$ cat src/include/multdiv_params.svh
//##########################################################################
// Fixed 32-bit datapath built from two 16-bit operand halves
// Divider produces one quotient bit per cycle
//##########################################################################

`ifndef MULTDIV_PARAMS_SVH
`define MULTDIV_PARAMS_SVH

// Operand and result width
`define MD_DATA_W    32
// Half word fed to the 17x17 multiplier
`define MD_HALF_W    16
// Accumulator and partial remainder
`define MD_ACC_W     34
// Quotient bit counter
`define MD_CNT_W     5
`define MD_DIV_STEPS 32

`endif

$ cat src/hdl/md_op_pkg.sv
//##########################################################################
// Operation and data word types shared by the whole unit
//##########################################################################

`default_nettype none

`include "multdiv_params.svh"

package md_op_pkg;

  typedef enum logic [1:0] {
    MD_OP_MULL,
    MD_OP_MULH,
    MD_OP_DIV,
    MD_OP_REM
  } md_op_e;

  typedef logic [`MD_DATA_W-1:0] md_word_t;

  // Bit 0 marks operand a as signed, bit 1 operand b
  typedef logic [1:0] md_sign_t;

endpackage

`default_nettype wire

$ cat src/hdl/md_state_pkg.sv
//##########################################################################
// Sequencer states of the multiplier and the divider
//##########################################################################

`default_nettype none

package md_state_pkg;

  // Named after the operand halves multiplied in each step
  typedef enum logic [1:0] {ALBL, ALBH, AHBL, AHBH} mult_state_e;

  typedef enum logic [2:0] {
    DIV_IDLE, DIV_ABS_A, DIV_ABS_B, DIV_COMP, DIV_LAST, DIV_SIGN, DIV_FINISH
  } div_state_e;

endpackage

`default_nettype wire

$ cat src/hdl/md_unit_if.sv
//##########################################################################
// Request and result link between the top level and one arithmetic unit
// Inputs must stay stable while en is high until valid and ready meet
//##########################################################################

`timescale 1ns/1ns
`default_nettype none

interface md_unit_if import md_op_pkg::*; ();

  logic     en;
  md_op_e   operator;
  md_sign_t signed_mode;
  md_word_t op_a;
  md_word_t op_b;
  logic     ready;
  md_word_t result;
  logic     valid;

  modport ctrl (
    output en, operator, signed_mode, op_a, op_b, ready,
    input  result, valid
  );

  modport unit (
    input  en, operator, signed_mode, op_a, op_b, ready,
    output result, valid
  );

endinterface

`default_nettype wire

$ cat src/hdl/mult_mac16.sv
//##########################################################################
// Multiplier with one signed 17x17 multiply-add per cycle
// MUL is valid in the third cycle, MULH in the fourth
// Operands are read directly every cycle and must be held by the requester
//##########################################################################

`timescale 1ns/1ns
`default_nettype none

`include "multdiv_params.svh"

module mult_mac16 import md_op_pkg::*, md_state_pkg::*; (
  input logic    clk_i,
  input logic    rst_ni,
  md_unit_if.unit md
);

  mult_state_e state_q;
  mult_state_e state_d;

  logic [`MD_HALF_W-1:0] a_lo;
  logic [`MD_HALF_W-1:0] a_hi;
  logic [`MD_HALF_W-1:0] b_lo;
  logic [`MD_HALF_W-1:0] b_hi;
  logic [`MD_HALF_W-1:0] mult_a;
  logic [`MD_HALF_W-1:0] mult_b;
  logic                  sign_a;
  logic                  sign_b;
  logic                  a_neg;
  logic                  b_neg;

  logic signed [`MD_ACC_W-1:0] mac_res;
  logic [`MD_ACC_W-1:0]        accum;
  logic [`MD_ACC_W-1:0]        mac_res_d;
  logic [`MD_ACC_W-1:0]        acc_q;

  logic mult_valid;
  logic mult_hold;
  logic en_int;

  assign a_lo = md.op_a[`MD_HALF_W-1:0];
  assign a_hi = md.op_a[`MD_DATA_W-1:`MD_HALF_W];
  assign b_lo = md.op_b[`MD_HALF_W-1:0];
  assign b_hi = md.op_b[`MD_DATA_W-1:`MD_HALF_W];

  // Sign of each high half as extension bit of the 17-bit operand
  assign a_neg = md.signed_mode[0] & md.op_a[`MD_DATA_W-1];
  assign b_neg = md.signed_mode[1] & md.op_b[`MD_DATA_W-1];

  // Top two bits of the sum always agree, so 34 bits hold it exactly
  assign mac_res = $signed({sign_a, mult_a}) * $signed({sign_b, mult_b}) + $signed(accum);

  always_comb begin
    mult_a     = a_lo;
    mult_b     = b_lo;
    sign_a     = 1'b0;
    sign_b     = 1'b0;
    accum      = '0;
    mac_res_d  = mac_res;
    state_d    = state_q;
    mult_valid = 1'b0;
    mult_hold  = 1'b0;

    unique case (state_q)
      ALBL: begin
        state_d = ALBH;
      end
      ALBH: begin
        mult_b = b_hi;
        sign_b = b_neg;
        // AL*BL is unsigned and fits 32 bits
        accum  = {18'b0, acc_q[31:16]};
        if (md.operator == MD_OP_MULL) begin
          mac_res_d = {2'b0, mac_res[15:0], acc_q[15:0]};
        end
        state_d = AHBL;
      end
      AHBL: begin
        mult_a = a_hi;
        sign_a = a_neg;
        if (md.operator == MD_OP_MULL) begin
          accum      = {18'b0, acc_q[31:16]};
          mac_res_d  = {2'b0, mac_res[15:0], acc_q[15:0]};
          mult_valid = 1'b1;
          mult_hold  = ~md.ready;
          state_d    = ALBL;
        end else begin
          accum   = acc_q;
          state_d = AHBH;
        end
      end
      AHBH: begin
        mult_a     = a_hi;
        mult_b     = b_hi;
        sign_a     = a_neg;
        sign_b     = b_neg;
        // Arithmetic shift of the 34-bit middle sum
        accum      = {{16{acc_q[33]}}, acc_q[33:16]};
        mult_valid = 1'b1;
        mult_hold  = ~md.ready;
        state_d    = ALBL;
      end
    endcase
  end

  // Holding the registers keeps the result stable under back-pressure
  assign en_int = md.en & ~mult_hold;

  always_ff @(posedge clk_i or negedge rst_ni) begin
    if (!rst_ni) begin
      state_q <= ALBL;
      acc_q   <= '0;
    end else if (en_int) begin
      state_q <= state_d;
      acc_q   <= mac_res_d;
    end
  end

  assign md.result = mac_res_d[`MD_DATA_W-1:0];
  assign md.valid  = mult_valid;

  a_valid_needs_en: assert property (@(posedge clk_i) disable iff (!rst_ni)
    md.valid |-> md.en);

  a_result_held: assert property (@(posedge clk_i) disable iff (!rst_ni)
    md.valid && !md.ready |=> md.valid && $stable(md.result));

endmodule

`default_nettype wire

$ cat src/hdl/div_long.sv
//##########################################################################
// Restoring long divider on absolute values with sign fix-up at the end
// Nonzero divisor takes 37 cycles to valid, zero divisor takes 2
//##########################################################################

`timescale 1ns/1ns
`default_nettype none

`include "multdiv_params.svh"

module div_long import md_op_pkg::*, md_state_pkg::*; (
  input logic    clk_i,
  input logic    rst_ni,
  md_unit_if.unit md
);

  localparam logic [`MD_CNT_W-1:0] cnt_init = `MD_CNT_W'(`MD_DIV_STEPS - 1);

  div_state_e state_q;
  div_state_e state_d;

  logic [`MD_CNT_W-1:0]  cnt_q;
  logic [`MD_CNT_W-1:0]  cnt_d;
  logic [`MD_DATA_W-1:0] num_q;
  logic [`MD_DATA_W-1:0] num_d;
  logic [`MD_DATA_W-1:0] den_q;
  logic [`MD_DATA_W-1:0] den_d;
  logic [`MD_DATA_W-1:0] quo_q;
  logic [`MD_DATA_W-1:0] quo_d;
  logic [`MD_ACC_W-1:0]  rem_q;
  logic [`MD_ACC_W-1:0]  rem_d;

  logic [`MD_DATA_W-1:0] sub_x;
  logic [`MD_DATA_W-1:0] sub_y;
  logic [`MD_DATA_W:0]   sub_res;
  logic [`MD_DATA_W-1:0] next_rem;
  logic                  rem_ge;

  logic sign_a;
  logic sign_b;
  logic b_zero;
  logic div_valid;
  logic div_hold;
  logic en_int;

  assign sign_a = md.signed_mode[0] & md.op_a[`MD_DATA_W-1];
  assign sign_b = md.signed_mode[1] & md.op_b[`MD_DATA_W-1];
  assign b_zero = (md.op_b == '0);

  // Shared subtractor, the extra top bit is the borrow
  assign sub_res = {1'b0, sub_x} - {1'b0, sub_y};
  assign rem_ge  = ~sub_res[`MD_DATA_W];

  // Partial remainder always fits 32 bits before the compare
  assign next_rem = rem_ge ? sub_res[`MD_DATA_W-1:0] : rem_q[`MD_DATA_W-1:0];

  always_comb begin
    state_d   = state_q;
    cnt_d     = cnt_q - 1'b1;
    num_d     = num_q;
    den_d     = den_q;
    quo_d     = quo_q;
    rem_d     = rem_q;
    sub_x     = '0;
    sub_y     = '0;
    div_valid = 1'b0;
    div_hold  = 1'b0;

    unique case (state_q)
      DIV_IDLE: begin
        // Preload the zero divisor results for both DIV and REM
        quo_d   = '1;
        rem_d   = {2'b0, md.op_a};
        cnt_d   = cnt_init;
        state_d = b_zero ? DIV_FINISH : DIV_ABS_A;
      end
      DIV_ABS_A: begin
        sub_y   = md.op_a;
        num_d   = sign_a ? sub_res[`MD_DATA_W-1:0] : md.op_a;
        quo_d   = '0;
        cnt_d   = cnt_init;
        state_d = DIV_ABS_B;
      end
      DIV_ABS_B: begin
        sub_y   = md.op_b;
        den_d   = sign_b ? sub_res[`MD_DATA_W-1:0] : md.op_b;
        rem_d   = {33'b0, num_q[`MD_DATA_W-1]};
        cnt_d   = cnt_init;
        state_d = DIV_COMP;
      end
      DIV_COMP: begin
        sub_x   = rem_q[`MD_DATA_W-1:0];
        sub_y   = den_q;
        rem_d   = {1'b0, next_rem, num_q[cnt_d]};
        quo_d   = {quo_q[`MD_DATA_W-2:0], rem_ge};
        state_d = (cnt_q == `MD_CNT_W'(1)) ? DIV_LAST : DIV_COMP;
      end
      DIV_LAST: begin
        // Final bit, no numerator bit left to shift in
        sub_x   = rem_q[`MD_DATA_W-1:0];
        sub_y   = den_q;
        rem_d   = {2'b0, next_rem};
        quo_d   = {quo_q[`MD_DATA_W-2:0], rem_ge};
        state_d = DIV_SIGN;
      end
      DIV_SIGN: begin
        if (md.operator == MD_OP_DIV) begin
          sub_y = quo_q;
          quo_d = (sign_a ^ sign_b) ? sub_res[`MD_DATA_W-1:0] : quo_q;
        end else begin
          // Remainder takes the sign of the dividend
          sub_y = rem_q[`MD_DATA_W-1:0];
          rem_d = sign_a ? {2'b0, sub_res[`MD_DATA_W-1:0]} : rem_q;
        end
        state_d = DIV_FINISH;
      end
      DIV_FINISH: begin
        div_valid = 1'b1;
        div_hold  = ~md.ready;
        state_d   = DIV_IDLE;
      end
      default: begin
        state_d = DIV_IDLE;
      end
    endcase
  end

  assign en_int = md.en & ~div_hold;

  always_ff @(posedge clk_i or negedge rst_ni) begin
    if (!rst_ni) begin
      state_q <= DIV_IDLE;
      cnt_q   <= '0;
      num_q   <= '0;
      den_q   <= '0;
      quo_q   <= '0;
      rem_q   <= '0;
    end else if (en_int) begin
      state_q <= state_d;
      cnt_q   <= cnt_d;
      num_q   <= num_d;
      den_q   <= den_d;
      quo_q   <= quo_d;
      rem_q   <= rem_d;
    end
  end

  assign md.result = (md.operator == MD_OP_DIV) ? quo_q : rem_q[`MD_DATA_W-1:0];
  assign md.valid  = div_valid;

  // A zero count here would end the bit loop early
  a_cnt_on_comp: assert property (@(posedge clk_i) disable iff (!rst_ni)
    $rose(state_q == DIV_COMP) |-> cnt_q != '0);

endmodule

`default_nettype wire

$ cat src/hdl/multdiv_top.sv
//##########################################################################
// Multiply/divide unit, request held until valid_o and ready_i meet
// Only one operation is in flight at a time
//##########################################################################

`timescale 1ns/1ns
`default_nettype none

module multdiv_top import md_op_pkg::*; (
  input  logic     clk_i,
  input  logic     rst_ni,
  input  logic     req_i,
  input  md_op_e   operator_i,
  input  md_sign_t signed_mode_i,
  input  md_word_t op_a_i,
  input  md_word_t op_b_i,
  input  logic     ready_i,
  output md_word_t result_o,
  output logic     valid_o
);

  md_unit_if mult_if ();
  md_unit_if div_if ();

  // Operator class decides which unit runs
  assign mult_if.en = req_i & ((operator_i == MD_OP_MULL) | (operator_i == MD_OP_MULH));
  assign div_if.en  = req_i & ((operator_i == MD_OP_DIV) | (operator_i == MD_OP_REM));

  assign mult_if.operator    = operator_i;
  assign mult_if.signed_mode = signed_mode_i;
  assign mult_if.op_a        = op_a_i;
  assign mult_if.op_b        = op_b_i;
  assign mult_if.ready       = ready_i;

  assign div_if.operator    = operator_i;
  assign div_if.signed_mode = signed_mode_i;
  assign div_if.op_a        = op_a_i;
  assign div_if.op_b        = op_b_i;
  assign div_if.ready       = ready_i;

  mult_mac16 i_mult (
    .clk_i  (clk_i),
    .rst_ni (rst_ni),
    .md     (mult_if.unit)
  );

  div_long i_div (
    .clk_i  (clk_i),
    .rst_ni (rst_ni),
    .md     (div_if.unit)
  );

  assign result_o = div_if.valid ? div_if.result : mult_if.result;
  assign valid_o  = mult_if.valid | div_if.valid;

endmodule

`default_nettype wire

$ cat config.mk
export PLATFORM = sky130hd
export DESIGN_NAME = multdiv_top
export DESIGN_NICKNAME = d
export VERILOG_FILES = /design/src/hdl/md_op_pkg.sv /design/src/hdl/md_state_pkg.sv /design/src/hdl/md_unit_if.sv /design/src/hdl/mult_mac16.sv /design/src/hdl/div_long.sv /design/src/hdl/multdiv_top.sv
export VERILOG_INCLUDE_DIRS = /design/src /design/src/include
export SDC_FILE = /design/constraint.sdc
export NUM_CORES = 2
export LEC_CHECK = 0
export BUFFER_PORTS_ARGS = -buffer_cell sky130_fd_sc_hd__buf_4
export CAP_MARGIN = 5
export CORE_ASPECT_RATIO = 2
export CORE_MARGIN = 2
export CORE_UTILIZATION = 49
export DETAILED_ROUTE_END_ITERATION = 8
export PLACE_DENSITY = 0.7
export SYNTH_ARGS = -nofsm -noshare
export SYNTH_HDL_FRONTEND = slang
export SYNTH_SLANG_ARGS = --single-unit
$ cat constraint.sdc
create_clock -name clk_i -period 43.3 [get_ports clk_i]
set_clock_uncertainty 0.2 [all_clocks]
set_input_delay 12.99 -clock clk_i [delete_from_list [all_inputs] [get_ports clk_i]]
set_output_delay 12.99 -clock clk_i [all_outputs]
set_load 0.02 [all_outputs]
; Word-level counts from Yosys, hierarchy flattened
; Index checks and enable logic that the tools add are counted.
[totals]
output_inout_bits = 33
register_bits = 172
word_cells = 94
input_bits = 72
[classes]
order_cmp = 1
mux = 35
n_reduce_logical = 15
bitwise_logic = 14
eq_ne = 17
n_mul = 1
addsub = 3
[ops]
columns = cell, n
row1 = 2-to-1 mux 32 bit, 10
row2 = one-hot mux 32 bit (4 select lines), 2
row3 = one-hot mux 32 bit (5 select lines), 1
row4 = 2-to-1 mux 34 bit, 3
row5 = one-hot mux 34 bit (3 select lines), 1
row6 = adder 34 bit, 1
row7 = multiplier 17 x 17 -> 34 bit, 1
row8 = subtractor 32 x 32 -> 33 bit, 1
row9 = zero test 32 bit, 1
row10 = 2-to-1 mux 16 bit, 2
row11 = one-hot mux 3 bit (6 select lines), 1
row12 = "== test 3 bit, second input constant", 3
row13 = "== test 2 bit, second input constant", 4
row14 = one-hot mux 2 bit (4 select lines), 1
row15 = AND reduction 4 bit, 2
row16 = OR reduction 2 bit, 4
row17 = 2-to-1 mux 1 bit, 7
row18 = bitwise AND 1 bit, 6
row19 = "== test 3 x 2 -> 1 bit, second input constant", 2
row20 = "< comparator 5 x 6 -> 1 bit, second input constant", 1
row21 = 2-to-1 mux 3 bit, 2
row22 = binary-select mux 1 bit (select 5 bit), 1
row23 = "== test 5 x 1 -> 1 bit, second input constant", 1
row24 = 2-to-1 mux 5 bit, 1
row25 = other kinds (16), 27

; Depth between registers and ports, before layout
[depth]
word_depth = 8
depth_mapped = 34
ltp_nobuf = 28

; Hierarchy
; Synthesis repeated with hierarchy kept, for this count alone.
[hier_totals]
cells_unflattened = 3183
hier_area_um2 = 27179.8
[by_module_without_submodules]
columns = module, area_each_um2, cells_per_inst, seq_area_each_um2, instances
row1 = mult_mac16, 15174.6, 1754, 900.9, 1
row2 = div_long, 11446.0, 1390, 3403.3, 1
row3 = multdiv_top, 559.3, 39, 0.0, 1

; Worst setup path after synthesis
; No wires, ideal clock.
[synth_path]
path_kind = input-to-output
start = input port op_a_i[31]
end = output port result_o[31]
t_required_ns = 30.110
t_arrival_ns = 19.659
path_stages = 24
path_slack_ns = 10.451
n_path_buf = 3
path_cell_list = and2_1 -> clkbuf_1 -> buf_1 -> o21ai_1 -> nor2_1 -> fa_1 -> fa_1 -> fa_1 -> fa_1 -> fa_1 -> inv_1 -> fa_1 -> inv_1 -> ha_1 -> clkbuf_1 -> a21o_1 -> a21o_1 -> a21oi_1 -> o221ai_1 -> a21o_1 -> a221o_1 -> xor2_1 -> mux2i_1 -> mux2i_1
[synth_between]
elab_chain_len = 7
elab_cells_between_ends = 8
classes_between = add/sub: 1 / mul: 1 / mux: 5 / bitwise: 1
[synth_lines]
columns = element, line
row1 = "start, declared", multdiv_top.sv:15  ; input md_word_t op_a_i,
row2 = bitwise AND 1 bit, mult_mac16.sv:47  ; assign a_neg = md.signed_mode[0] & md.op_a[`MD_DATA_W-1];
row3 = 2-to-1 mux 1 bit, mult_mac16.sv:64  ; unique case (state_q)
row4 = multiplier 17 x 17 -> 34 bit (*), mult_mac16.sv:51  ; assign mac_res = $signed({sign_a, mult_a}) * $signed({sign_b, mult_b}) + $signed(accum);
row5 = adder 34 bit (*), mult_mac16.sv:51
row6 = 2-to-1 mux 34 bit, "mult_mac16.sv:73, mult_mac16.sv:81"
row7 = 2-to-1 mux 34 bit (*), n/a
row8 = 2-to-1 mux 32 bit (*), multdiv_top.sv:53  ; assign result_o = div_if.valid ? div_if.result : mult_if.result;
row9 = "end, declared", multdiv_top.sv:18  ; output md_word_t result_o,
; Every way passes the cells marked *; elsewhere a longest branch is shown, timed or not.

; Final worst setup path
[layout_path]
start = input port operator_i[1]
end = output port result_o[27]
[layout_between]
elab_chain_len = 7
elab_cells_between_ends = 9
classes_between = add/sub: 1 / eq/ne: 1 / mux: 6 / reduce/logical: 1
[layout_lines]
columns = element, line
row1 = "start, declared", multdiv_top.sv:13  ; input md_op_e operator_i,
row2 = zero test 2 bit, "mult_mac16.sv:73, mult_mac16.sv:81"
row3 = 2-to-1 mux 34 bit, mult_mac16.sv:81  ; if (md.operator == MD_OP_MULL) begin
row4 = one-hot mux 34 bit (3 select lines), mult_mac16.sv:64
row5 = adder 34 bit, mult_mac16.sv:51
row6 = 2-to-1 mux 34 bit, "mult_mac16.sv:73, mult_mac16.sv:81"
row7 = 2-to-1 mux 34 bit, n/a
row8 = 2-to-1 mux 32 bit (*), multdiv_top.sv:53
; Marks and branches as above.

==> summary.md <==
| Metric | Value |
|---|---|
| RR Startpoint | `i_mult.state_q[0]$_DFFE_PN0P_` |
| Fin crit period | `34.45 ns` |
| CP Capture Type | `output port` |
| WL/cell | `33.4 um` |
| Die Footprint | `55,600 um^2` |
| Initial DRT Pass Iterations | `9` |
| FP Rows | `120` |
| Max Cap Viol | `1` |
| Yosys reg bits | `172` |
| Fmax | `0.0290 GHz` |
| Final hold vios | `0` |
| Post-DP HPWL | `100,000 um` |
| RSZ-0062 raised after global routing | `no` |
| Post-DR vias/cell | `6.53` |
| Syn avg cell area | `8.44 um^2` |
| Initial antenna violation count | `11` |
| Die Ht | `332 um` |
| CTS clk-pin slew, worst paths | `0.06 ns` |
| Post-synth top area share | `25.9%` |
| Most used DFF post-synth | `dfrtp_1` |
| Fillers | `5,062` |
| # clock sinks | `172` |
| Top-count cell post-synth | `inv_1` |
| Nets | `3,715` |
| Largest net degree at the start of global routing | `83` |
| Status | `finished with violations` |
| Seq/Total Area, Yosys | `16.4%` |
| Min-delay src | `i_div.num_q[22]$_DFFE_PN0P_` |
| Final std cells w/o fill | `3,852` |
| Cell count after synthesis | `3,116` |
| Req. time, crit path | `30.11 ns` |
| Clock latency on the worst-skew pair | `0.47 ns` |
| Nature of the critical path startpoint | `input port` |
| Worst hold stages | `1` |
| R2R cell count | `27` |
| Via count | `25,100` |
| H-Tree Level Count | `4` |
| DRT antenna net count | `0` |
| GPL Wtd Cong | `1.06` |
| Grt total ovfl | `0` |
| Fin. max-slew vios | `3` |
| Total GRT Usage | `47.7%` |
| Hold Buf Count CTS | `0` |
| Area delta synth->final | `8.78%` |
| Yosys warns | `0` |
| I/O Buffers | `104` |
| Finish-stage setup viols | `0` |
| Number of library cell types mapped by synthesis | `76` |
| Most frequent cells after synthesis | `inv_1 (458), nor2_1 (373), fa_1 (340)` |
| Setup tns final | `0 ns` |
| Die W | `168 um` |
| Fin crit share | `79.6%` |
| Starting DRT DRC Count | `2,497` |
| Global-route wire length before repair | `186,000 um` |
| Max_slew headroom | `-3.45%` |
| Post-CTS resize count | `0` |
| Post-synth EDFFs | `0` |
| Syn nets | `3,671` |
| CP Max Fanout | `16` |
| Placed cells | `3,807` |
| Worst-margin pin slew | `1.51 ns` |
| CP Launch Point | `operator_i[1]` |
| TritonCTS clock tree | `built` |
| DRC viols | `4` |
| Share of cells above drive strength 1 | `9.96%` |
| Most area-hungry cell type in the Yosys netlist | `fa_1` |
| Synth area leaders | `fa_1 (26%), dfrtp_1 (16%), ha_1 (6.8%)` |
| Async set-reset flop share out of synthesis | `100%` |
| Hold Path Class | `reg2reg` |
| Crit path DAT | `21.26 ns` |
| Initial Utilization | `49.3%` |
| Failing checks | `design-rule violations, max-capacitance violations, max-slew violations` |
| Crit Path Class | `in2out` |
| Vias in the first global route | `26,100` |
| Core ar. | `53,300 um^2` |
| Top Ports | `105` |
| Routed WL | `129,000 um` |
| CTS max path bufs | `2` |
| Synth Cell Area | `26,300 um^2` |
| CTS root buffer | `clkbuf_16` |
| TritonCTS buffer count | `17` |
| Post-CTS setup buffers | `0` |
## metal layers
| metal | track usage [%] | vias up | part of all wire (%) |
|---|---|---|---|
| li1 | - | 10400 | - |
| met1 | 42.2 | 12300 | 28 |
| met2 | 76.3 | 1578 | 47 |
| met3 | 16.7 | 861 | 8.8 |
| met4 | 59.0 | 8 | 17 |
| met5 | 0.621 | - | 0.057 |
## metrics by stage
| stage | area (um^2) | hold slack, ns | setup WS [ns] | util, % |
|---|---|---|---|---|
| after detailed placement | 27900 | 0.265 | 8.97 | 52.3 |
| final | 28600 | 0.276 | 8.85 | 53.7 |
| after global routing | 28600 | 0.300 | 8.38 | 53.6 |
| after global placement | 27900 | 0.257 | 9.07 | 52.3 |
| after CTS | 28500 | 0.280 | 8.96 | 53.5 |
| after floorplan | 26300 | 0.245 | 10.45 | - |
## cell type report
| cell class | count | area [um^2] | area share, % |
|---|---|---|---|
| Multi-Input combinational cell | 2328 | 19700 | 69.0 |
| Sequential cell | 172 | 4310 | 15.1 |
| Inverter | 460 | 1730 | 6.04 |
| Timing Repair Buffer | 181 | 1360 | 4.77 |
| Tap cell | 671 | 840 | 2.94 |
| Clock buffer | 20 | 467 | 1.63 |
| Clock inverter | 11 | 146 | 0.512 |
| Antenna cell | 9 | 22.5 | 0.0788 |
## path summary, 6_finish.rpt
check | slack [ns] | to
setup / recovery | 8.85 | result_o[27]
hold / removal | 0.28 | i_div.num_q[22]$_DFFE_PN0P_
setup reg to reg | 33.68 | i_mult.acc_q[27]$_DFFE_PN0P_
hold reg to reg | 0.28 | i_div.num_q[22]$_DFFE_PN0P_
max in group asynchronous | 28.46 | i_div.state_q[0]$_DFFE_PN0P_
min in group asynchronous | 12.37 | i_mult.acc_q[28]$_DFFE_PN0P_
## critical path, cell delays in order
cell and delay, ns:
buf_4 0.13, nor2_1 0.30, nand2_1 0.10, nand2_1 0.53, a22oi_1 0.16, nor2_1 1.01
fa_1 0.59, fa_1 0.55, ha_1 0.16, inv_1 0.05, fa_1 0.53, inv_1 0.06
fa_1 0.55, inv_1 0.05, fa_1 0.50, inv_1 0.05, ha_1 0.31, o21a_1 0.15
nor2_1 0.06, a211o_1 0.31, a211oi_1 0.65, o221ai_1 0.37, o311ai_1 0.37, xor2_1 0.12
a21oi_1 0.29, mux2i_1 0.13, buf_4 0.18
## flip-flops by register name (all words and copies together), names as in the netlist
register and flops:
i_div.state_q 3, i_div.den_q 32, i_div.quo_q 32, i_mult.acc_q 34, i_mult.state_q 2, i_div.num_q 32
i_div.rem_q 32, i_div.cnt_q 5
## logic make-up after synthesis
kind of cell               share of synthesized area, %
and+or+nand+nor                                    14.4
DFF                                                16.4
adders and majority gates                          32.7
AOI/OAI and AO/OA                                  16.0
buffers and inverters                              8.93
xor gates and xnor gates                           2.26
muxes                                              9.27
## cell usage in the layout (no fill, tap or decap), types with 5 or more instances in the layout
| cell | n |
|---|---|
| mux2_1 | 9 |
| nor2_1 | 372 |
| or2_2 | 8 |
| a21oi_1 | 225 |
| nand2b_1 | 14 |
| clkbuf_16 | 17 |
| nand4_1 | 9 |
| a221oi_1 | 21 |
| a22oi_1 | 35 |
| and2_1 | 40 |
| o21bai_1 | 8 |
| nor3_1 | 21 |
| mux4_2 | 10 |
| inv_1 | 457 |
| o22a_1 | 32 |
| o211ai_1 | 11 |
| a211oi_1 | 32 |
| or3_1 | 31 |
| nor3b_1 | 5 |
| a31oi_1 | 23 |
| a21o_1 | 47 |
| xor2_1 | 21 |
| nand3_1 | 21 |
| o21a_1 | 8 |
| xnor2_1 | 45 |
| nand2_1 | 319 |
| o31ai_1 | 6 |
| o21ai_1 | 10 |
| and3_1 | 16 |
| buf_4 | 178 |
| o21ai_0 | 146 |
| fa_1 | 340 |
| nor2b_1 | 8 |
| diode_2 | 9 |
| dfrtp_1 | 170 |
| mux2i_1 | 156 |
| ha_1 | 142 |
| nor4_1 | 9 |
| mux2_2 | 47 |
Power is not shown: default switching activity piles up to over one toggle a cycle in this logic, so the estimate is an artifact.
